--- config.mk ---
export PLATFORM = sky130hd
export DESIGN_NAME = sd_crc16
export DESIGN_NICKNAME = d
export VERILOG_FILES = /design/src/hw/sd_defs.svh /design/src/hw/sd_crc16.sv
export SDC_FILE = /design/constraint.sdc
export NUM_CORES = 1
export LEC_CHECK = 0
export BUFFER_PORTS_ARGS = -buffer_cell sky130_fd_sc_hd__buf_4
export CAP_MARGIN = 25
export CORE_UTILIZATION = 45
export DETAILED_ROUTE_END_ITERATION = 10
export HOLD_SLACK_MARGIN = 0.06
export PLACE_DENSITY_LB_ADDON = 0.12
export SYNTH_ARGS = -nofsm -noshare
export SYNTH_HDL_FRONTEND = slang
export SYNTH_SLANG_ARGS = --single-unit
--- constraint.sdc ---
create_clock -name sck -period 2.1 [get_ports sck]
set_input_delay 0.42 -clock sck [delete_from_list [all_inputs] [get_ports sck]]
set_output_delay 0.42 -clock sck [all_outputs]
set_load 0.02 [all_outputs]
--- src/hw/sd_defs.svh ---
`ifndef SD_DEFS_SVH
`define SD_DEFS_SVH

// Card geometry
`define SD_BLOCK_BYTES 512
`define SD_NUM_BLOCKS 8

// Byte address into the whole block store
`define SD_ADDR_BITS $clog2(`SD_NUM_BLOCKS * `SD_BLOCK_BYTES)

// Cycles of miso low after an accepted write
`define SD_BUSY_CYCLES 16

// Filler bytes before a response and before a read token
`define SD_NCR_BYTES 1
`define SD_NAC_BYTES 1

`endif
--- src/hw/sd_crc16.sv ---
`timescale 1ns/1ns

module sd_crc16 (
  input  logic        sck,
  input  logic        rst,
  input  logic        clear,
  input  logic        shift,
  input  logic        bit_in,
  output logic [15:0] crc
);

  logic fb;

  // Polynomial x^16 + x^12 + x^5 + 1 shifted MSB first
  assign fb = crc[15] ^ bit_in;

  always_ff @(posedge sck) begin
    if (rst || clear) begin
      crc <= '0;
    end else if (shift) begin
      crc <= {crc[14:12], crc[11] ^ fb, crc[10:5], crc[4] ^ fb, crc[3:0], fb};
    end
  end

endmodule

After elaboration in Yosys (flattened, before gate mapping)
Index checks and enable logic that the tools add are counted.

storage, ports and cells
  register bits = 16
  bits in latches = 0
  memory bits (writable) = 0
  bits in read-only memories = 0
  logic and storage cells = 5
  memories = 0

operators by class
  add/sub/neg operators = 0
  $mul = 0
  div/mod/pow operators = 0
  $lt $le $gt $ge = 0
  equal/unequal tests = 0
  shift-type cells = 0
  mux-type cells = 0
  bitwise gates (word level) = 3
  reductions and logical operators = 1

operators with widths
  operator          count
  XOR 1 bit         3
  logical OR 1 bit  1

Depth between registers and ports, before layout
Gate-level depths: netlist of the first run.

  word-level depth = 2
  gate-level depth with buffers = 4

Worst setup path after synthesis of the first run
Ideal clock, no wire load.

  kind = input to register
  start = input port clear
  end = register crc[1]
  setup time = 64 ps
  arrival time = 964 ps
  data required time = 2036 ps
  setup slack = 1072 ps
  stages = 4
  path buffers = 2
  path through = or2_1 buf_6 buf_6 nor2_1

between the ends
  cells in the longest elaborated chain, start to end = 1

ends and longest elaborated chain
  what                    line            RTL
  start: declaration      sd_crc16.sv:6   input logic clear,
  logical OR 1 bit        sd_crc16.sv:18  if (rst || clear) begin
  end signal: assignment  sd_crc16.sv:21  crc <= {crc[14:12], crc[11] ^ fb, crc[10:5], crc[4] ^ fb, crc[3:0], fb};
  end: declaration        sd_crc16.sv:9   output logic [15:0] crc

Every way passes these cells.
A chain may end at the register's enable or synchronous reset.

Final worst setup path of the first run
  start = register crc[15]
  end = output port crc[15]

No word-level cell between the ends.

==> impl_metrics.py, run 1 <==
metrics = {
    "status": {
        "outcome": "completed",
    },
    "power_and_ir_drop": {
        "total_power_uw": 505,
        "irDropWorstVdd_mv": 0.470,
        "switchingPower_uw": 115,
        "pwr-share-comb_pct": 7.9,
        "p_sw_share_pct": 22.7,
        "pwr-share-clk_pct": 31.1,
        "p_seq_share_pct": 61.0,
        "p_int_uw": 390,
        "power.density_mw_per_mm2": 639,
        "p_leak_nw": 0.363,
    },
    "logic_synthesis": {
        "synth_top_area_share_pct": 50.6,
        "ys_seq_area_share_pct": 50.6,
        "synth_nets": 65,
        "syn_avg_cell_area_um2": 10.6,
        "yosys_warnings": 0,
        "async_reset_ff_share_pct": 0,
        "synth_area_um2": 633,
        "ys_top_cells_by_count": "16 x dfxtp_1, 15 x nor2_1, 13 x mux2i_1",
        "ys_ff_latch": 16,
        "synth_edf_count": 0,
        "synthTopCellsByArea": "dfxtp_1 51%, mux2i_1 21%, nor2_1 8.9%",
        "synth.largest_area_cell": "dfxtp_1",
        "yosysUniqueCellTypes": 14,
        "yosysMostFrequentCell": "dfxtp_1",
        "syn_inst": 60,
        "ys.flop_type": "dfxtp_1",
    },
    "timing": {
        "finalCriticalPeriod_ns": 1.27,
        "fin_setup_tns_ns": 0,
        "fmax_mhz": 785,
        "hold_violations": 0,
        "fin_crit_sh_pct": 60.6,
        "setup_viol": 0,
        "finClkSkew_ns": 0.00309,
        "slew_violations": 0,
        "grt_setup_unrepaired": "no",
        "slew_headroom_pct": 67.5,
        "tightestPinTransition_ns": 0.488,
    },
    "floorplan": {
        "core_area_mm2": 0.00130,
        "die_height_um": 39.5,
        "start_util_pct": 48.7,
        "placementRows": 13,
        "die_width_um": 39.5,
        "ios": 21,
        "die_area_mm2": 0.00156,
    },
    "route": {
        "ant_nets": 0,
        "wl_mm": 1.05,
        "top_layer_used": "met4",
        "wl_per_cell_um": 11.1,
        "m1WireLength_um": 461,
        "routed_via_density": 5.23,
        "dr_wl_met3_um": 80,
        "drc": 0,
        "dr_total_vias": 492,
        "dr.pass1.iters": 4,
        "wl_met2_um": 465,
        "drtIter0Drc": 3,
    },
    "critical_path": {
        "worst_setup_path_start_kind": "flop",
        "cp.required_ns": 1.68,
        "crit_chain": "buf_4",
        "worst_path_largest_cell_delay_ns": 0.40,
        "cp.buffers_inverters": 1,
        "worstPathArrival_ns": 0.85,
        "crit_slowest_cell": "dfxtp_1",
        "critPathKind": "flop to primary output",
        "end_kind": "primary output",
        "crit_fanout": 4,
        "cp_top_family": "flip-flops",
        "ff2ff_setup_slack_ns": 1.16,
    },
    "clock_network": {
        "cts_buffers": 3,
        "tritoncts": "done",
        "cts_setup_buffers": 0,
        "root_buffer": "clkbuf_4",
        "clk_pin_slew_ns": 0.08,
        "cts_buffer_depth": 2,
        "postCtsResizedCells": 0,
        "clock_latency_ns": 0.29,
        "htree_levels": 1,
        "hold_buffers": 0,
        "cts_sinks": 16,
    },
    "final_layout": {
        "syn2layout_area_growth_pct": 24.7,
        "num-fill-cells": 119,
        "largestRegisters": "crc (16)",
        "nets": 86,
        "antenna_cells": 0,
        "multi_input_area_um2": 278,
        "largest_register_ffs": 16,
        "drive_above_1_share_pct": 30.4,
        "seq_area_um2": 320,
        "top_register": "crc",
        "finish.utilization_pct": 60.7,
    },
    "global_route": {
        "overflow": 0,
        "grt_pass1_wl_mm": 1.58,
        "grt_pass1_vias": 369,
        "antenna_found_initial": 0,
        "grt_max_degree": 22,
        "track_usage_pct": 16.8,
    },
    "placement": {
        "gp_congestion": 0.657,
        "dp_hpwl_um": 726,
        "io_buffers": 20,
    },
    "min_path": {
        "worstHoldPathType": "input port to flop",
    },
    "flow_run": {
        "drv_cap": 0,
    },
}
-- final cells by class --
cell class	instances	share of cell area, %
Sequential cell	16	40.6
Multi-Input combinational cell	40	35.2
Timing Repair Buffer	20	19.0
Clock buffer	3	2.85
Tap cell	15	2.38
-- path summary, 6_finish.rpt --
path         startpoint  endpoint  cells after the start
max             crc[15]   crc[15]                      1
min              bit_in   crc[12]                      4
max reg2reg     crc[15]    crc[5]                      3
min reg2reg     crc[12]   crc[12]                      2
-- per-layer routing --
| metal | up-vias | GRT usage [%] |
|---|---|---|
| met5 | - | 0 |
| met3 | 6 | 8.52 |
| met2 | 14 | 22.1 |
| met4 | 0 | 15.5 |
| li1 | 245 | - |
| met1 | 227 | 19.1 |
-- cells in the final DEF, fill, tap and decap left out, drive strengths merged --
cell and instances:
a211oi 1, buf 20, clkbuf 3, dfxtp 16, mux2i 13, nand3 2
nand3b 2, nand4 2, nand4b 2, nor2 15, or2 1, xnor2 1
xor2 1
-- cell families (layout without fill, tap and decap cells) --
logic type	count (synthesis)	after routing	synth area share [%]
mux	13	13	20.6
compound gates	1	1	1.98
simple gates	24	24	18.6
flops	16	16	50.6
xor+xnor	2	2	2.77
buf+inv	4	23	5.53
-- worst register-to-register path, delay by kind of cell, from the launching register on --
kind,cells,cell delay (ns)
flops,1,0.35
xor+xnor,1,0.31
simple gates,2,0.23
-- stage by stage --
stage / worst slack, ns / instance area [µm²] / hold slack, ns / std cells
detailed placement: 0.875 / 767 / 0.515 / 91
global placement: 0.883 / 767 / 0.507 / 91
floorplan: 1.07 / 633 / 0.584 / 60
finish: 0.827 / 790 / 0.490 / 94
global route: 0.763 / 790 / 0.495 / 94
CTS: 0.814 / 790 / 0.482 / 94
-- power by group through the flow --
stage          Sequential [mW]  Combinational [mW]  Clock (mW)
3_5_place_dp             0.315              0.0400           0
3_3_place_gp             0.315              0.0398           0
6_report                 0.308              0.0397       0.157
4_1_cts                  0.308              0.0401       0.165
5_1_grt                  0.308              0.0427       0.177
2_1_floorplan            0.318              0.0282           0
Note: power is estimated with default switching activity, not from simulation.
==> run 2, diff against run 1 <==
- CORE_UTILIZATION: 45 -> 42
- clock period: 2.1 -> 1.15 ns (I/O delays scaled with it)
==> run 2 against run 1 <==
Global-route usage down 2.1 points. Worst hold slack got worse by 0.18 ns. Non-clock buffer count did not move. Register-to-register slack got worse by 0.95 ns. Critical endpoint unchanged. Design area is 1.7% higher. Die area is 6.8% higher. Largest cell class unchanged. Clock power rose by 130%. Clock-buffer cell count is 1 higher. Combinational power rose by 84%.
==> impl_metrics.py, run 2 (synthesized netlist as in run 1, its figures left out) <==
metrics = {
    "route": {
        "dr_total_vias": 473,
        "routed_via_density": 4.98,
        "dr.pass1.iters": 2,
        "wl_per_cell_um": 11.3,
        "drtIter0Drc": 2,
        "drc": 0,
        "wl_mm": 1.07,
        "ant_nets": 0,
    },
    "timing": {
        "slew_violations": 0,
        "grt_setup_unrepaired": "no",
        "fin_ws_ns": 0.0657,
        "hold_violations": 0,
        "finClkSkew_ns": 0.00136,
        "slew_headroom_pct": 66.5,
        "fmax_mhz": 922,
        "finalCriticalPeriod_ns": 1.08,
        "setup_viol": 0,
        "fin_crit_sh_pct": 94.3,
        "fin_setup_tns_ns": 0,
        "tightestPinTransition_ns": 0.502,
    },
    "global_route": {
        "grt_pass1_wl_mm": 1.55,
        "track_usage_pct": 14.7,
        "grt_max_degree": 22,
        "grt_pass1_vias": 370,
        "overflow": 0,
        "antenna_found_initial": 0,
    },
    "floorplan": {
        "die_width_um": 40.8,
        "die_height_um": 40.8,
        "start_util_pct": 46.9,
        "placementRows": 13,
        "ios": 21,
        "core_area_mm2": 0.00135,
        "die_area_mm2": 0.00167,
    },
    "clock_network": {
        "cts_buffer_depth": 2,
        "cts_setup_buffers": 0,
        "cts_buffers": 3,
        "clock_latency_ns": 0.28,
        "root_buffer": "clkbuf_4",
        "hold_buffers": 0,
        "clk_pin_slew_ns": 0.09,
        "postCtsResizedCells": 0,
        "cts_sinks": 16,
        "htree_levels": 1,
        "tritoncts": "done",
    },
    "placement": {
        "io_buffers": 20,
        "gp_congestion": 0.615,
        "dp_hpwl_um": 760,
        "dp_slack_ns": 0.107,
    },
    "final_layout": {
        "multi_input_area_um2": 278,
        "layout_commonest_cell": "buf_4",
        "num-fill-cells": 125,
        "largest_register_ffs": 16,
        "drive_above_1_share_pct": 31.3,
        "largestRegisters": "crc (16)",
        "syn2layout_area_growth_pct": 26.9,
        "seq_area_um2": 320,
        "antenna_cells": 0,
        "top_register": "crc",
        "layout_common_cells": "20 x buf_4, 16 x dfxtp_1, 15 x nor2_1",
        "nets": 86,
    },
    "power_and_ir_drop": {
        "irDropWorstVdd_mv": 0.750,
        "power.density_mw_per_mm2": 1240,
        "p_leak_nw": 0.370,
    },
    "critical_path": {
        "cp_top_family": "flip-flops",
        "crit_slowest_cell": "dfxtp_1",
        "worst_path_largest_cell_delay_ns": 0.41,
        "cp.buffers_inverters": 1,
        "critPathKind": "flop to primary output",
        "worstPathArrival_ns": 0.85,
        "worst_setup_path_start_kind": "flop",
        "crit_fanout": 4,
        "ff2ff_setup_slack_ns": 0.21,
        "cp.required_ns": 0.92,
        "crit_chain": "buf_4",
        "end_kind": "primary output",
    },
    "flow_run": {
        "drv_cap": 0,
    },
    "status": {
        "outcome": "completed",
    },
    "min_path": {
        "worstHoldPathType": "input port to flop",
    },
}
run 2: changes by cell type in the layout (fill, tap and decap cells not counted):
cell,previous run,this run
clkbuf_8,0,1
run 2: final timing paths:
check           from       to  depth (start not counted)
max reg2reg  crc[15]  crc[12]                          3
min reg2reg   crc[5]   crc[5]                          2
min           bit_in   crc[5]                          4
max          crc[15]  crc[15]                          1
run 2: metal layers:
layer  track usage [%]  wire length (µm)
met3              8.15                79
met2              21.9               474
met1              17.7               518
met5                 0                 0
met4              5.00                 0
run 2: stage by stage:
| step | instance area, µm² | utilization (%) | total power [mW] | instances | hold slack (ns) |
|---|---|---|---|---|---|
| CTS | 803 | 59.5 | 1.01 | 95 | 0.302 |
| finish | 803 | 59.5 | 0.996 | 95 | 0.306 |
| global route | 803 | 59.5 | 1.04 | 95 | 0.312 |
| floorplan | 633 | - | 0.633 | 60 | 0.436 |
| detailed placement | 767 | 56.8 | 0.649 | 91 | 0.507 |
| global placement | 767 | 56.8 | 0.648 | 91 | 0.505 |
run 2: power by group:
part / total (mW) / internal, mW / leakage, nW / switching, mW
clock: 0.361 / 0.193 / 0.0210 / 0.168
combinational: 0.0732 / 0.0316 / 0.220 / 0.0416
sequential: 0.562 / 0.559 / 0.129 / 0.00360
total: 0.996 / 0.783 / 0.370 / 0.214
run 2: cell type report:
| class | count | area share, % |
|---|---|---|
| Timing Repair Buffer | 20 | 18.7 |
| Sequential cell | 16 | 39.9 |
| Clock buffer | 4 | 4.52 |
| Multi-Input combinational cell | 40 | 34.6 |
| Tap cell | 15 | 2.34 |
==> run 3, diff against run 2 <==
--- a/config.mk
+++ b/config.mk
@@ -11,5 +11,6 @@
 export DETAILED_ROUTE_END_ITERATION = 10
 export HOLD_SLACK_MARGIN = 0.06
-export PLACE_DENSITY_LB_ADDON = 0.12
+export PLACE_DENSITY = 0.71
+export SLEW_MARGIN = 15
 export SYNTH_ARGS = -nofsm -noshare
 export SYNTH_HDL_FRONTEND = slang
==> constraint.sdc (replaced) <==
create_clock -name sck -period 1.15 [get_ports sck]
set_input_delay 0.345 -clock sck [delete_from_list [all_inputs] [get_ports sck]]
set_output_delay 0.345 -clock sck [all_outputs]
set_load 0.02 [all_outputs]
==> run 3 against run 2 <==
Final cell count rose by 4.2%. Die area did not move. Clock skew rose by 0.0010 ns. Sequential power barely moved. Worst hold slack improved by 0.10 ns. First-iteration DRC count rose to 3.0 times the previous value. Critical path depth did not move. Global-route usage rose by 0.36 points. Critical path type unchanged.
==> impl_metrics.py, run 3 (synthesized netlist as in run 1, its figures left out) <==
metrics = {
    "status": {
        "outcome": "completed",
    },
    "flow_run": {
        "drv_cap": 0,
    },
    "final_layout": {
        "num-fill-cells": 124,
        "largestRegisters": "crc (16)",
        "largest_register_ffs": 16,
        "multi_input_area_um2": 278,
        "final_area_um2": 897,
        "seq_area_um2": 343,
        "drive_above_1_share_pct": 53.6,
        "antenna_cells": 0,
        "layout_common_cells": "15 x nor2_1, 15 x dfxtp_2, 13 x mux2i_1, 13 x buf_4, 11 x buf_6",
        "finish.utilization_pct": 66.5,
        "top_register": "crc",
        "nets": 90,
        "syn2layout_area_growth_pct": 41.7,
    },
    "global_route": {
        "track_usage_pct": 15.1,
        "overflow": 0,
        "grt_max_degree": 22,
        "grt_pass1_wl_mm": 1.57,
        "grt_pass1_vias": 361,
        "antenna_found_initial": 0,
    },
    "timing": {
        "fin_setup_tns_ns": 0,
        "fin_crit_sh_pct": 97.0,
        "slew_headroom_pct": 67.7,
        "fmax_mhz": 897,
        "hold_violations": 0,
        "setup_viol": 0,
        "slew_violations": 0,
        "grt_setup_unrepaired": "yes",
        "tightestPinTransition_ns": 0.484,
        "finalCriticalPeriod_ns": 1.12,
        "finClkSkew_ns": 0.00240,
    },
    "power_and_ir_drop": {
        "power.density_mw_per_mm2": 1110,
        "irDropWorstVdd_mv": 0.728,
        "p_sw_share_pct": 21.5,
        "pwr-share-clk_pct": 36.2,
        "p_seq_share_pct": 56.2,
        "p_leak_nw": 0.408,
        "switchingPower_uw": 215,
        "pwr-share-comb_pct": 7.5,
        "p_int_uw": 783,
    },
    "clock_network": {
        "cts_buffers": 3,
        "htree_levels": 1,
        "tritoncts": "done",
        "cts_sinks": 16,
        "clock_latency_ns": 0.28,
        "hold_buffers": 0,
        "root_buffer": "clkbuf_4",
        "cts_buffer_depth": 2,
        "clk_pin_slew_ns": 0.09,
    },
    "critical_path": {
        "cp.required_ns": 0.81,
        "worst_setup_path_start_kind": "flop",
        "cp.buffers_inverters": 1,
        "cp.depth": 1,
        "r2r_start": "crc[15]",
        "crit_chain": "buf_6",
        "cp_top_family": "flip-flops",
        "worstRegToRegCells": 3,
        "critPathKind": "flop to primary output",
        "cp-startpoint": "crc[15]",
        "worstPathArrival_ns": 0.77,
        "ff2ff_setup_slack_ns": 0.19,
        "worst_path_largest_cell_delay_ns": 0.36,
        "end_kind": "primary output",
        "reg2reg_to": "crc[5]",
        "crit_fanout": 4,
        "crit_slowest_cell": "dfxtp_4",
    },
    "route": {
        "dr.pass1.iters": 3,
        "drtIter0Drc": 6,
        "dr_total_vias": 487,
        "ant_nets": 0,
        "wl_per_cell_um": 11.4,
        "routed_via_density": 4.92,
        "drc": 0,
        "wl_mm": 1.13,
    },
    "floorplan": {
        "die_area_mm2": 0.00167,
        "die_height_um": 40.8,
        "core_area_mm2": 0.00135,
        "start_util_pct": 46.9,
        "ios": 21,
        "die_width_um": 40.8,
        "placementRows": 13,
    },
    "min_path": {
        "worstHoldStart": "rst",
        "min_path_cells": 4,
        "worstHoldPathType": "input port to flop",
        "hold-path-endpoint": "crc[12]",
    },
    "placement": {
        "placed_area_um2": 767,
        "gp_congestion": 0.640,
        "io_buffers": 20,
        "dp_hpwl_um": 788,
    },
}
run 3: cell type report:
cell class,instances,share of cell area [%]
Multi-Input combinational cell,40,31.0
Tap cell,15,2.09
Clock buffer,4,4.04
Sequential cell,16,38.2
Timing Repair Buffer,24,24.7
run 3: stage by stage:
| step | cells | worst slack [ns] | hold WS, ns | power [mW] |
|---|---|---|---|---|
| after floorplan | 60 | 0.197 | 0.551 | 0.633 |
| after global placement | 91 | 0.00436 | 0.507 | 0.648 |
| after detailed placement | 91 | -0.0404 | 0.514 | 0.649 |
| after CTS | 95 | 0.00368 | 0.398 | 1.02 |
| after global routing | 99 | -0.00704 | 0.403 | 1.05 |
| final | 99 | 0.0347 | 0.408 | 0.998 |
run 3: metal layers:
layer  vias up  global-route usage (%)  routed length (µm)
met2        12                    20.7                 493
met4         0                    12.5                  12
met1       219                    18.7                 566
met5         -                       0                   0
met3         2                    4.89                  57
li1        254                       -                   -
run 3: what timing repair did:
action	4_1_cts	5_1_grt
endpoints found under the setup margin	12	15
gates cloned	0	0
setup buffers	0	4
resized for setup	13	15
run 3: worst max path at each step:
| stage | to | slack [ns] |
|---|---|---|
| 2_1_floorplan | crc[1] | 0.20 |
| 3_5_place_dp | crc[0] | -0.04 |
| 6_report | crc[15] | 0.03 |
| 3_3_place_gp | crc[0] | 0.004 |
| 5_1_grt | crc[0] | -0.007 |
| 4_1_cts | crc[7] | 0.004 |
run 3: power by group through the flow:
stage	Sequential (mW)	Combinational, mW	Clock, mW
after floorplan	0.581	0.0515	0
after global placement	0.575	0.0727	0
after detailed placement	0.576	0.0733	0
after CTS	0.563	0.0733	0.379
after global routing	0.562	0.0798	0.412
final	0.561	0.0749	0.362
