--- config.mk ---
export PLATFORM = sky130hd
export DESIGN_NAME = sd_cmd_rx_flat
export DESIGN_NICKNAME = d
export VERILOG_FILES = /design/src/hw/sd_defs.svh /design/src/hw/sd_pkg.sv /design/src/hw/sd_cmd_if.sv /design/src/hw/sd_cmd_rx.sv /design/src/flat_wrapper.sv
export SDC_FILE = /design/constraint.sdc
export NUM_CORES = 1
export LEC_CHECK = 0
export BUFFER_PORTS_ARGS = -buffer_cell sky130_fd_sc_hd__buf_4
export CAP_MARGIN = 20
export CORE_MARGIN = 4
export CORE_UTILIZATION = 40
export CTS_BUF_LIST = sky130_fd_sc_hd__clkbuf_8
export CTS_CLUSTER_DIAMETER = 150
export CTS_CLUSTER_SIZE = 25
export DETAILED_ROUTE_END_ITERATION = 16
export GPL_TIMING_DRIVEN = 1
export PLACE_DENSITY_LB_ADDON = 0.25
export SYNTH_ARGS = -nofsm -noshare
export SYNTH_HDL_FRONTEND = slang
export SYNTH_SLANG_ARGS = --single-unit
--- constraint.sdc ---
create_clock -name sck -period 2.8 [get_ports sck]
set_input_delay 0.56 -clock sck [delete_from_list [all_inputs] [get_ports sck]]
set_output_delay 0.56 -clock sck [all_outputs]
set_load 0.005 [all_outputs]
--- src/hw/sd_defs.svh ---
`ifndef SD_DEFS_SVH
`define SD_DEFS_SVH

// Card geometry
`define SD_BLOCK_BYTES 512
`define SD_NUM_BLOCKS 8

// Byte address into the whole block store
`define SD_ADDR_BITS $clog2(`SD_NUM_BLOCKS * `SD_BLOCK_BYTES)

// Cycles of miso low after an accepted write
`define SD_BUSY_CYCLES 16

// Filler bytes before a response and before a read token
`define SD_NCR_BYTES 1
`define SD_NAC_BYTES 1

`endif
--- src/hw/sd_pkg.sv ---
package sd_pkg;

  typedef enum logic [5:0] {
    cmd0  = 6'd0,
    cmd8  = 6'd8,
    cmd13 = 6'd13,
    cmd16 = 6'd16,
    cmd17 = 6'd17,
    cmd24 = 6'd24,
    cmd41 = 6'd41,
    cmd55 = 6'd55,
    cmd59 = 6'd59
  } sd_cmd_e;

  typedef enum logic [3:0] {
    wait_cmd,
    ncr_gap,
    send_resp,
    nac_gap,
    send_token,
    send_data,
    send_crc,
    wait_token,
    recv_data,
    recv_crc,
    send_dresp,
    busy
  } sd_state_e;

  // R1 byte with bit 7 always zero
  typedef struct packed {
    logic zero;
    logic param_err;
    logic addr_err;
    logic erase_seq_err;
    logic crc_err;
    logic illegal_cmd;
    logic erase_reset;
    logic idle;
  } sd_r1_t;

endpackage

--- src/hw/sd_cmd_if.sv ---
`timescale 1ns/1ns

interface sd_cmd_if;
  import sd_pkg::*;

  logic        listen;
  logic        valid;
  sd_cmd_e     index;
  logic [31:0] argument;
  logic        crc_ok;
  logic        frame_ok;

  modport rx (
    input  listen,
    output valid, index, argument, crc_ok, frame_ok
  );

  modport ctrl (
    output listen,
    input  valid, index, argument, crc_ok, frame_ok
  );

endinterface

--- src/hw/sd_cmd_rx.sv ---
`timescale 1ns/1ns

module sd_cmd_rx (
  input logic  sck,
  input logic  rst,
  input logic  cs,
  input logic  mosi,
  sd_cmd_if.rx cmd
);
  import sd_pkg::*;

  logic        active;
  logic [5:0]  bit_cnt;
  logic [46:0] frame;
  logic [47:0] full;
  logic [6:0]  crc7;
  logic [6:0]  crc7_next;
  logic        crc_fb;

  // Frame including the bit sampled at this edge
  assign full = {frame, mosi};

  // CRC7 with polynomial x^7 + x^3 + 1
  assign crc_fb    = crc7[6] ^ mosi;
  assign crc7_next = {crc7[5:3], crc7[2] ^ crc_fb, crc7[1:0], crc_fb};

  always_ff @(posedge sck) begin
    if (rst || cs) begin
      active    <= 1'b0;
      bit_cnt   <= '0;
      cmd.valid <= 1'b0;
    end else begin
      cmd.valid <= 1'b0;
      if (!active) begin
        // Start bit opens a frame
        if (cmd.listen && !cmd.valid && !mosi) begin
          active  <= 1'b1;
          bit_cnt <= 6'd1;
        end
      end else if (bit_cnt == 6'd47) begin
        active    <= 1'b0;
        cmd.valid <= 1'b1;
      end else begin
        bit_cnt <= bit_cnt + 6'd1;
      end
    end
  end

  always_ff @(posedge sck) begin
    frame <= full[46:0];
    if (!active) begin
      // A zero start bit leaves the CRC at zero
      crc7 <= '0;
    end else if (bit_cnt < 6'd40) begin
      crc7 <= crc7_next;
    end
    if (active && !cs && bit_cnt == 6'd47) begin
      cmd.index    <= sd_cmd_e'(full[45:40]);
      cmd.argument <= full[39:8];
      cmd.crc_ok   <= (full[7:1] == crc7);
      cmd.frame_ok <= full[46] && full[0];
    end
  end

endmodule

--- src/flat_wrapper.sv ---
// flat-port wrapper written by rule: the top's interface ports become plain ports
module sd_cmd_rx_flat import sd_pkg::*;
  (sck, rst, cs, mosi, cmd_listen, cmd_valid, cmd_index, cmd_argument, cmd_crc_ok, cmd_frame_ok);
  sd_cmd_if cmd_i ();
  input logic sck;
  input logic rst;
  input logic cs;
  input logic mosi;
  input wire logic [$bits(cmd_i.listen)-1:0] cmd_listen;
  output wire logic [$bits(cmd_i.valid)-1:0] cmd_valid;
  output wire logic [$bits(cmd_i.index)-1:0] cmd_index;
  output wire logic [$bits(cmd_i.argument)-1:0] cmd_argument;
  output wire logic [$bits(cmd_i.crc_ok)-1:0] cmd_crc_ok;
  output wire logic [$bits(cmd_i.frame_ok)-1:0] cmd_frame_ok;
  assign cmd_i.listen = cmd_listen;
  assign cmd_valid = cmd_i.valid;
  assign cmd_index = cmd_i.index;
  assign cmd_argument = cmd_i.argument;
  assign cmd_crc_ok = cmd_i.crc_ok;
  assign cmd_frame_ok = cmd_i.frame_ok;
  sd_cmd_rx u_core (.sck(sck), .rst(rst), .cs(cs), .mosi(mosi), .cmd(cmd_i));
endmodule
# After elaboration in Yosys (flattened, before gate mapping)
# Index checks and enable logic that the tools add are counted.
# totals
out_inout_bits	41
inputBits	5
reg_bits	101
elab_cells	36
# classes
n_reduce_logical	12
n_eq_ne	3
add_sub_neg	1
n_lt_le_gt_ge	1
mux	7
n_bitwise	3
# ops
cell	n
6-bit 2-to-1 mux	3
7-bit equality test	1
6-bit by 1-bit adder with 6-bit output (second input constant)	1
6-bit equality test (second input constant)	1
6-bit < comparator (second input constant)	1
1-bit logical AND	5
1-bit 2-to-1 mux	4
1-bit zero test	3
2-bit inequality test (second input constant)	1
2-bit AND reduction	1
2-bit nonzero test	1
2-bit OR reduction	1
1-bit XOR	2
1-bit logical OR	1
1-bit NOT	1

# Depth between registers and ports, before layout
# Gate-level depths: netlist (run 1).
# depth
ltp_word	5
ltp_mapped	4
depth_no_buf	4

# Least setup slack after synthesis (run 1)
# OpenSTA, ideal clock, no wires.
# synth_path
kind	register to register
start	register u_core.bit_cnt[0]
end	register u_core.cmd.argument[0], enable pin
stages_incl_launch_ff	5
arrival_ns	2.541
setup_slack_ns	-0.178
n_path_buf	0
synth_period_minus_slack_ns	2.978
path_cell_list	dfxtp_1 > ha_1 > and2_1 > nand2_1 > nor2_1
# synth_via
elab_chain_cells	2
# synth_lines
element	line_no	source
start: declaration	sd_cmd_rx.sv:13	logic [5:0] bit_cnt;
start signal: assignment	sd_cmd_rx.sv:44	bit_cnt <= bit_cnt + 6'd1;
6-bit equality test	sd_cmd_rx.sv:57	if (active && !cs && bit_cnt == 6'd47) begin
1-bit logical AND	sd_cmd_rx.sv:57	
end signal: assignment	sd_cmd_rx.sv:59	cmd.argument <= full[39:8];
end: declaration	sd_cmd_if.sv:15	output valid, index, argument, crc_ok, frame_ok
# Every way passes these cells.
# A chain may end at the register's enable or synchronous reset.

# Final worst setup path (run 1)
# layout_path
start	register u_core.bit_cnt[0]
end	register u_core.cmd.index[0], enable pin
# layout_via
elab_chain_cells	2
# layout_lines
element	line_no	source
6-bit equality test	sd_cmd_rx.sv:57	
1-bit logical AND	sd_cmd_rx.sv:57	
end signal: assignment	sd_cmd_rx.sv:58	cmd.index <= sd_cmd_e'(full[45:40]);
end: declaration	sd_cmd_if.sv:15	
# Every way passes these cells.

==> results of run 1 <==
logic make-up (layout without fill, tap and decap cells):
family | Yosys count | count (layout) | synth area share [%]
xor+xnor | 9 | 9 | 2.74
flops | 101 | 101 | 84.1
compound gates | 15 | 15 | 3.69
buf+inv | 4 | 63 | 0.869
fa+ha+maj | 1 | 1 | 0.435
simple gates | 34 | 34 | 6.04
mux | 6 | 6 | 2.09
flip-flops by register name, summed over array words and instances (netlist names):
| name | count |
|---|---|
| u_core.cmd.valid | 1 |
| u_core.cmd.argument | 32 |
| u_core.crc7 | 7 |
| u_core.cmd.index | 6 |
| u_core.cmd.frame_ok | 1 |
| u_core.bit_cnt | 6 |
| u_core.cmd.crc_ok | 1 |
| u_core.active | 1 |
| u_core.frame | 46 |
stage by stage:
step | hold WS [ns] | setup WS [ns] | utilization, %
after floorplan | 0.327 | 0.484 | -
after global placement | 0.329 | 0.970 | 48.2
after detailed placement | 0.333 | 0.913 | 48.2
after CTS | 0.330 | 0.896 | 51.2
after global routing | 0.340 | 0.773 | 51.2
final | 0.345 | 0.901 | 51.2
layout make-up:
cell class / instances / area, um2 / area share (%)
clock buffers: 9 / 124 / 3.50
multi-input cells: 65 / 439 / 12.4
repair buffers: 46 / 345 / 9.77
clock inverters: 7 / 81.3 / 2.30
well taps: 96 / 120 / 3.40
flip-flops and latches: 101 / 2420 / 68.5
inverters: 1 / 3.75 / 0.106
worst paths after layout:
kind,cells past startpoint,endpoint,from
max,5,u_core.cmd.index[0],u_core.bit_cnt[0]
min,0,u_core.frame[44],u_core.frame[43]
max reg2reg,5,u_core.cmd.index[0],u_core.bit_cnt[0]
min reg2reg,0,u_core.frame[44],u_core.frame[43]
routing by layer:
layer	share of wire [%]	vias up
met5	0	-
met1	48	648
met3	6.9	8
met4	2.0	0
met2	43	39
li1	-	726
placed cells by master (no fill, tap or decap), types with 2 or more instances in the layout:
cell,Yosys,final
o21ai_0,4,4
buf_4,0,46
nor2_1,11,10
and2_1,3,3
edfxtp_1,40,40
mux2i_1,6,6
o22ai_1,2,2
nand3_1,3,3
dfxtp_1,61,61
xor2_1,4,4
a41oi_1,2,2
nand4_1,2,2
nand2_1,7,7
clkinvlp_4,0,3
a211oi_1,2,2
xnor2_1,5,5
clkbuf_8,0,9
critical path, cell delays in order (launching register included):
cell and delay (ns):
dfxtp_1 0.42, ha_1 0.28, and2_1 0.20, nand2_1 0.11, nor2_4 0.09, buf_4 0.43
power groups by stage:
stage	sequential (mW)	combinational, mW	clock, mW
floorplan	1.61	0.0186	0
global placement	1.61	0.0263	0
detailed placement	1.62	0.0261	0
CTS	1.58	0.0263	0.947
global route	1.59	0.0298	1.01
finish	1.58	0.0260	0.916
==> results.toml, run 1 <==
[logic_synthesis]
ys_async_sr_fraction_pct = 0
ys_types = 31
yosys_register_bits = 101
yosysMostFrequentCell = "dfxtp_1"
synth-main-ff-cell = "dfxtp_1"
yosysWarnings = 0
synthesis.nets = 176
synth.top_cell.area_share_pct = 42.4
avgSynthCellArea_um2 = 16.9
synth.area.top_cells = "dfxtp_1 42%, edfxtp_1 42%, mux2i_1 2.1%"
ys_seq_area_share_pct = 84.1
syn_area_mm2 = 0.00288
synth_edf_count = 40
synthTopCellsByCount = "61 x dfxtp_1, 40 x edfxtp_1, 11 x nor2_1"
yosysTopAreaCell = "dfxtp_1"
netlist_instances = 170

[global_route]
top_usage_layer = "met2"
grt_use_met2_pct = 14.5
grt_max_degree = 41
met3_usage_pct = 3.98
grtUsageTotal_pct = 10.4
grt_pass1_wl_um = 6720
grt_pass1_vias = 1342
antenna_found_initial = 0
grtUsageMet1_pct = 14.1
overflow = 0

[timing]
fin_crit_sh_pct = 67.8
finalHoldViolCount = 0
worst_pin_slew_ns = 0.516
fmax_mhz = 527
setup_viol = 0
finalClockSkew_ns = 0.00902
grt_setup_unrepaired = "no"
relSlewSlack_pct = 65.6
fin_setup_tns_ns = 0
min_period_ns = 1.90
slew_violations = 0

[final_layout]
drive_above_1_share_pct = 28.8
area_growth_pct = 22.8
final_nets = 230
diodes = 0
final_cells = 325
nFillCells = 621
post-route-cell-area_mm2 = 0.00354

[floorplan]
die-area_mm2 = 0.00862
core_area_mm2 = 0.00691
die_y_um = 92.8
die_w_um = 92.8
boundaryPins = 46
row_count = 30
initial_core_util_pct = 41.7

[worst_setup_path]
startpoint_type = "flop"
cp_max_fo = 40
arrival_ns = 1.89
required_ns = 2.79
crit_type = "reg -> reg"
end_kind = "flop"
rrSetupSlack_ns = 0.90

[place]
placedCellCount = 309
placed_area_mm2 = 0.00333
hpwl_um = 2770
portBuffers = 45
place.gp.congestion = 0.823

[pwr]
p_leak_nw = 1.36
fin_total_pwr_mw = 2.52
swShare_pct = 20.8
p_comb_share_pct = 1.0
ir_drop_v = 0.000328
net-switching-power_mw = 0.525
sequentialPowerShare_pct = 62.7
power_density_mw_per_mm2 = 714
intPower_mw = 2.00
clock_power_share_pct = 36.3

[clocking]
clkSinkCount = 101
post_cts_buffers = 0
holdBufCountCts = 0
cts.reportedPaths.clkPinSlew_ns = 0.09
cts_resized = 0
clk_path_buf_depth = 2
cts_made_buffers = 9
cts_tree = "built"
cts-htree-levels = 3
insertion_delay_ns = 0.35
root_buffer = "clkbuf_8"

[routing]
vias = 1421
finalWirelength_um = 4160
via_per_inst = 4.37
drc = 0
drtIter0Drc = 36
firstDrtPassIters = 3
avgRoutedWirePerCell_um = 12.8
final_antenna_net_count = 0

[outcome]
outcome = "completed"

[flow_run]
cap_viol_max_count = 0

[worst_hold_path]
hold_class = "reg -> reg"
No activity file was read; power rests on OpenSTA's default activity.
==> run 2: changes to the inputs <==
Clock period 2.8 ns to 1.9 ns, I/O delays scaled along.
==> results.toml, run 2 (synthesis gave the netlist of run 1 again) <==
[floorplan]
row_count = 30
die_y_um = 92.8
die-area_mm2 = 0.00862
boundaryPins = 46
core_area_mm2 = 0.00691
initial_core_util_pct = 41.7
die_w_um = 92.8

[routing]
finalWirelength_um = 4080
vias = 1417
final_antenna_net_count = 0
firstDrtPassIters = 4
drc = 0
via_per_inst = 4.33
avgRoutedWirePerCell_um = 12.5
drtIter0Drc = 42

[timing]
fmax_mhz = 590
fin_crit_sh_pct = 89.2
grt_setup_unrepaired = "no"
fin_ws_ns = 0.204
min_period_ns = 1.70
slew_violations = 0
finalClockSkew_ns = 0.00754
relSlewSlack_pct = 66.5
fin_setup_tns_ns = 0
setup_viol = 0
worst_pin_slew_ns = 0.502
finalHoldViolCount = 0

[final_layout]
final_nets = 232
top_register = "u_core.frame"
diodes = 0
drive_above_1_share_pct = 29.4
largest_reg_flops = 46
layout_commonest_cell = "dfxtp_1"
final_cells = 327
area_growth_pct = 23.3
most-common-layout-cells = "61 x dfxtp_1, 47 x buf_4, 40 x edfxtp_1"
reg_top3 = "u_core.frame x46, u_core.cmd.argument x32, u_core.crc7 x7"

[place]
placedCellCount = 311
portBuffers = 45
place_ws_ns = 0.228
place.gp.congestion = 0.888
hpwl_um = 2770

[global_route]
overflow = 0
grt_max_degree = 41
antenna_found_initial = 0
grtUsageTotal_pct = 10.4
grt_pass1_vias = 1339
grt_pass1_wl_um = 6730

[worst_setup_path]
cpPeakStageDelay_ns = 0.42
crit_path_cell_trace = "ha_1, and2_1, nand2_1, nor2_4, buf_12"
crit_slowest_cell = "dfxtp_1"
reg2reg_depth = 5
crit_type = "reg -> reg"
r2r-start = "u_core.bit_cnt[0]"
required_ns = 1.94
cp_max_fo = 40
cp.depth = 5
startpoint = "u_core.bit_cnt[0]"
worst-path-buf-inv = 1
startpoint_type = "flop"
path_delay_family = "simple AND/OR/NAND/NOR gates"
arrival_ns = 1.73
rrSetupSlack_ns = 0.20
end_kind = "flop"

[outcome]
outcome = "completed"

[clocking]
insertion_delay_ns = 0.35
clkSinkCount = 101
cts_made_buffers = 9
cts-htree-levels = 3
holdBufCountCts = 0
cts.reportedPaths.clkPinSlew_ns = 0.10
clk_path_buf_depth = 2
cts_resized = 0
root_buffer = "clkbuf_8"
post_cts_buffers = 0
cts_tree = "built"

[pwr]
p_leak_nw = 1.37
power_density_mw_per_mm2 = 1020
ir_drop_v = 0.000611

[flow_run]
cap_viol_max_count = 0

[worst_hold_path]
hold_path.startpoint = "mosi"
hold_class = "in -> reg"
min_path_cells = 1
==> run 2: worst paths after layout <==
| kind | to |
|---|---|
| worst max-delay path | u_core.cmd.argument[0] |
| worst min-delay path | u_core.frame[0] |
| worst max register to register | u_core.cmd.argument[0] |
| worst min register to register | u_core.frame[35] |
==> run 2: layer usage <==
layer / vias up / wire [um] / share of wire (%) / track usage [%]
met5: - / 0 / 0 / 0
met4: 0 / 55 / 1.3 / 4.27
met3: 7 / 220 / 5.4 / 5.12
met2: 38 / 1910 / 47 / 15.2
met1: 649 / 1900 / 46 / 13.0
li1: 723 / - / - / -
==> run 2: cell type report <==
class	count	area (um2)
clock inverters	7	67.6
fillers	614	3360
flip-flops and latches	101	2420
clock buffers	9	124
inverters	1	3.75
repair buffers	48	373
well taps	96	120
multi-input cells	65	439
==> run 2: per-stage QoR <==
stage / total power, mW / instance area [um2] / hold slack [ns] / util (%)
after global placement: 2.42 / 3360 / 0.329 / 48.6
after floorplan: 2.40 / 2890 / 0.327 / -
after global routing: 3.78 / 3550 / 0.128 / 51.4
after CTS: 3.68 / 3550 / 0.132 / 51.4
after detailed placement: 2.42 / 3360 / 0.334 / 48.6
final: 3.63 / 3550 / 0.163 / 51.4
==> run 2: power by group <==
group	internal, mW	total, mW	switching, mW
Sequential	2.30	2.33	0.0268
Clock	0.510	1.26	0.748
Combinational	0.0214	0.0421	0.0206
==> run 3: changes to the inputs <==
Clock period 1.9 ns to 1.7 ns, I/O delays scaled along.
==> results.toml, run 3 (synthesis gave the netlist of run 1 again) <==
[routing]
drtIter0Drc = 98
finalWirelength_um = 4250
via_per_inst = 4.41
final_antenna_net_count = 0
avgRoutedWirePerCell_um = 13.0
firstDrtPassIters = 4
drc = 0
vias = 1437

[worst_setup_path]
r2r-end = "u_core.cmd.argument[29]"
reg2reg_depth = 5
cp_max_fo = 39
required_ns = 1.74
arrival_ns = 1.64
crit_type = "reg -> reg"
end_kind = "flop"
rrSetupSlack_ns = 0.11
r2r-start = "u_core.bit_cnt[0]"
startpoint_type = "flop"

[outcome]
outcome = "completed"

[timing]
grt_setup_unrepaired = "no"
fin_crit_sh_pct = 93.7
min_period_ns = 1.59
setup_viol = 0
finalClockSkew_ns = 0.00789
hold_ws_ns = 0.130
worst_pin_slew_ns = 0.456
relSlewSlack_pct = 69.6
slew_violations = 0
fmax_mhz = 628
finalHoldViolCount = 0

[final_layout]
most-common-layout-cells = "59 x dfxtp_1, 46 x buf_4, 40 x edfxtp_1"
multi_input_area_um2 = 448
final_nets = 231
area_growth_pct = 23.0
layout_commonest_cell = "dfxtp_1"
nFillCells = 612
reg_top3 = "u_core.frame x46, u_core.cmd.argument x32, u_core.crc7 x7"
largest_reg_flops = 46
diodes = 0
drive_above_1_share_pct = 31.7
post-route-cell-area_mm2 = 0.00354
final_cells = 326
register_area_mm2 = 0.00242
top_register = "u_core.frame"

[pwr]
power_density_mw_per_mm2 = 1130
ir_drop_v = 0.000513
p_leak_nw = 1.36

[worst_hold_path]
min_path_cells = 1
hold_class = "in -> reg"
hold_path.startpoint = "mosi"
min_to = "u_core.frame[0]"

[global_route]
grt_pass1_wl_um = 7060
grt_pass1_vias = 1449
overflow = 0
grtUsageTotal_pct = 10.7
grt_max_degree = 40
antenna_found_initial = 0

[floorplan]
die_y_um = 92.8
row_count = 30
die-area_mm2 = 0.00862
boundaryPins = 46
die_w_um = 92.8
core_area_mm2 = 0.00691
initial_core_util_pct = 41.7

[clocking]
insertion_delay_ns = 0.35
cts.reportedPaths.clkPinSlew_ns = 0.09
root_buffer = "clkbuf_8"
cts_tree = "built"
cts_resized = 0
cts_made_buffers = 9
holdBufCountCts = 0
clk_path_buf_depth = 2
post_cts_buffers = 0
clkSinkCount = 101
cts-htree-levels = 3

[place]
placedCellCount = 310
placed_area_mm2 = 0.00336
portBuffers = 45
place.gp.congestion = 0.873
hpwl_um = 2840

[flow_run]
cap_viol_max_count = 0
==> run 3: per-stage QoR <==
stage | utilization, % | setup WS, ns | power (mW) | setup TNS [ns]
final | 51.3 | 0.108 | 4.00 | 0
after global routing | 51.3 | 0.0301 | 4.14 | 0
after CTS | 51.3 | 0.119 | 4.05 | 0
after detailed placement | 48.7 | 0.140 | 2.71 | 0
after global placement | 48.7 | 0.186 | 2.71 | 0
after floorplan | - | -0.106 | 2.68 | -4.25
==> run 3: layer usage <==
layer	vias up	global-route usage (%)	part of all wire, %
met1	664	13.3	46
met2	38	16.1	46
met3	6	2.84	5.3
met4	0	7.94	2.0
met5	-	0	0
li1	729	-	-
==> run 3: power breakdown <==
part	total, mW	switching (mW)	internal [mW]
combinational	0.0474	0.0242	0.0231
clock	1.35	0.801	0.553
sequential	2.60	0.0309	2.57
total	4.00	0.856	3.15
==> run 3: worst max path at each step <==
stage	startpoint	end	cells past startpoint
floorplan	u_core.bit_cnt[3]	u_core.cmd.argument[0]	4
global placement	u_core.bit_cnt[2]	u_core.cmd.argument[12]	4
detailed placement	u_core.bit_cnt[0]	u_core.cmd.argument[11]	5
CTS	u_core.bit_cnt[0]	u_core.cmd.argument[4]	5
global route	u_core.bit_cnt[3]	u_core.cmd.argument[0]	4
finish	u_core.bit_cnt[0]	u_core.cmd.argument[29]	5
==> run 3: critical path, cell delays in order, from the launching register on <==
cell     delay, ns
dfxtp_2       0.39
ha_2          0.26
and2_4        0.18
nand2_2       0.07
nor2_4        0.15
buf_12        0.23
==> run 3: area by class of cell <==
class / instances / share of cell area, %
timing repair buffer: 47 / 10.3
clock inverter: 7 / 1.59
multi-input combinational: 65 / 12.6
clock buffer: 9 / 3.50
sequential: 101 / 68.5
inverter: 1 / 0.106
tap: 96 / 3.39
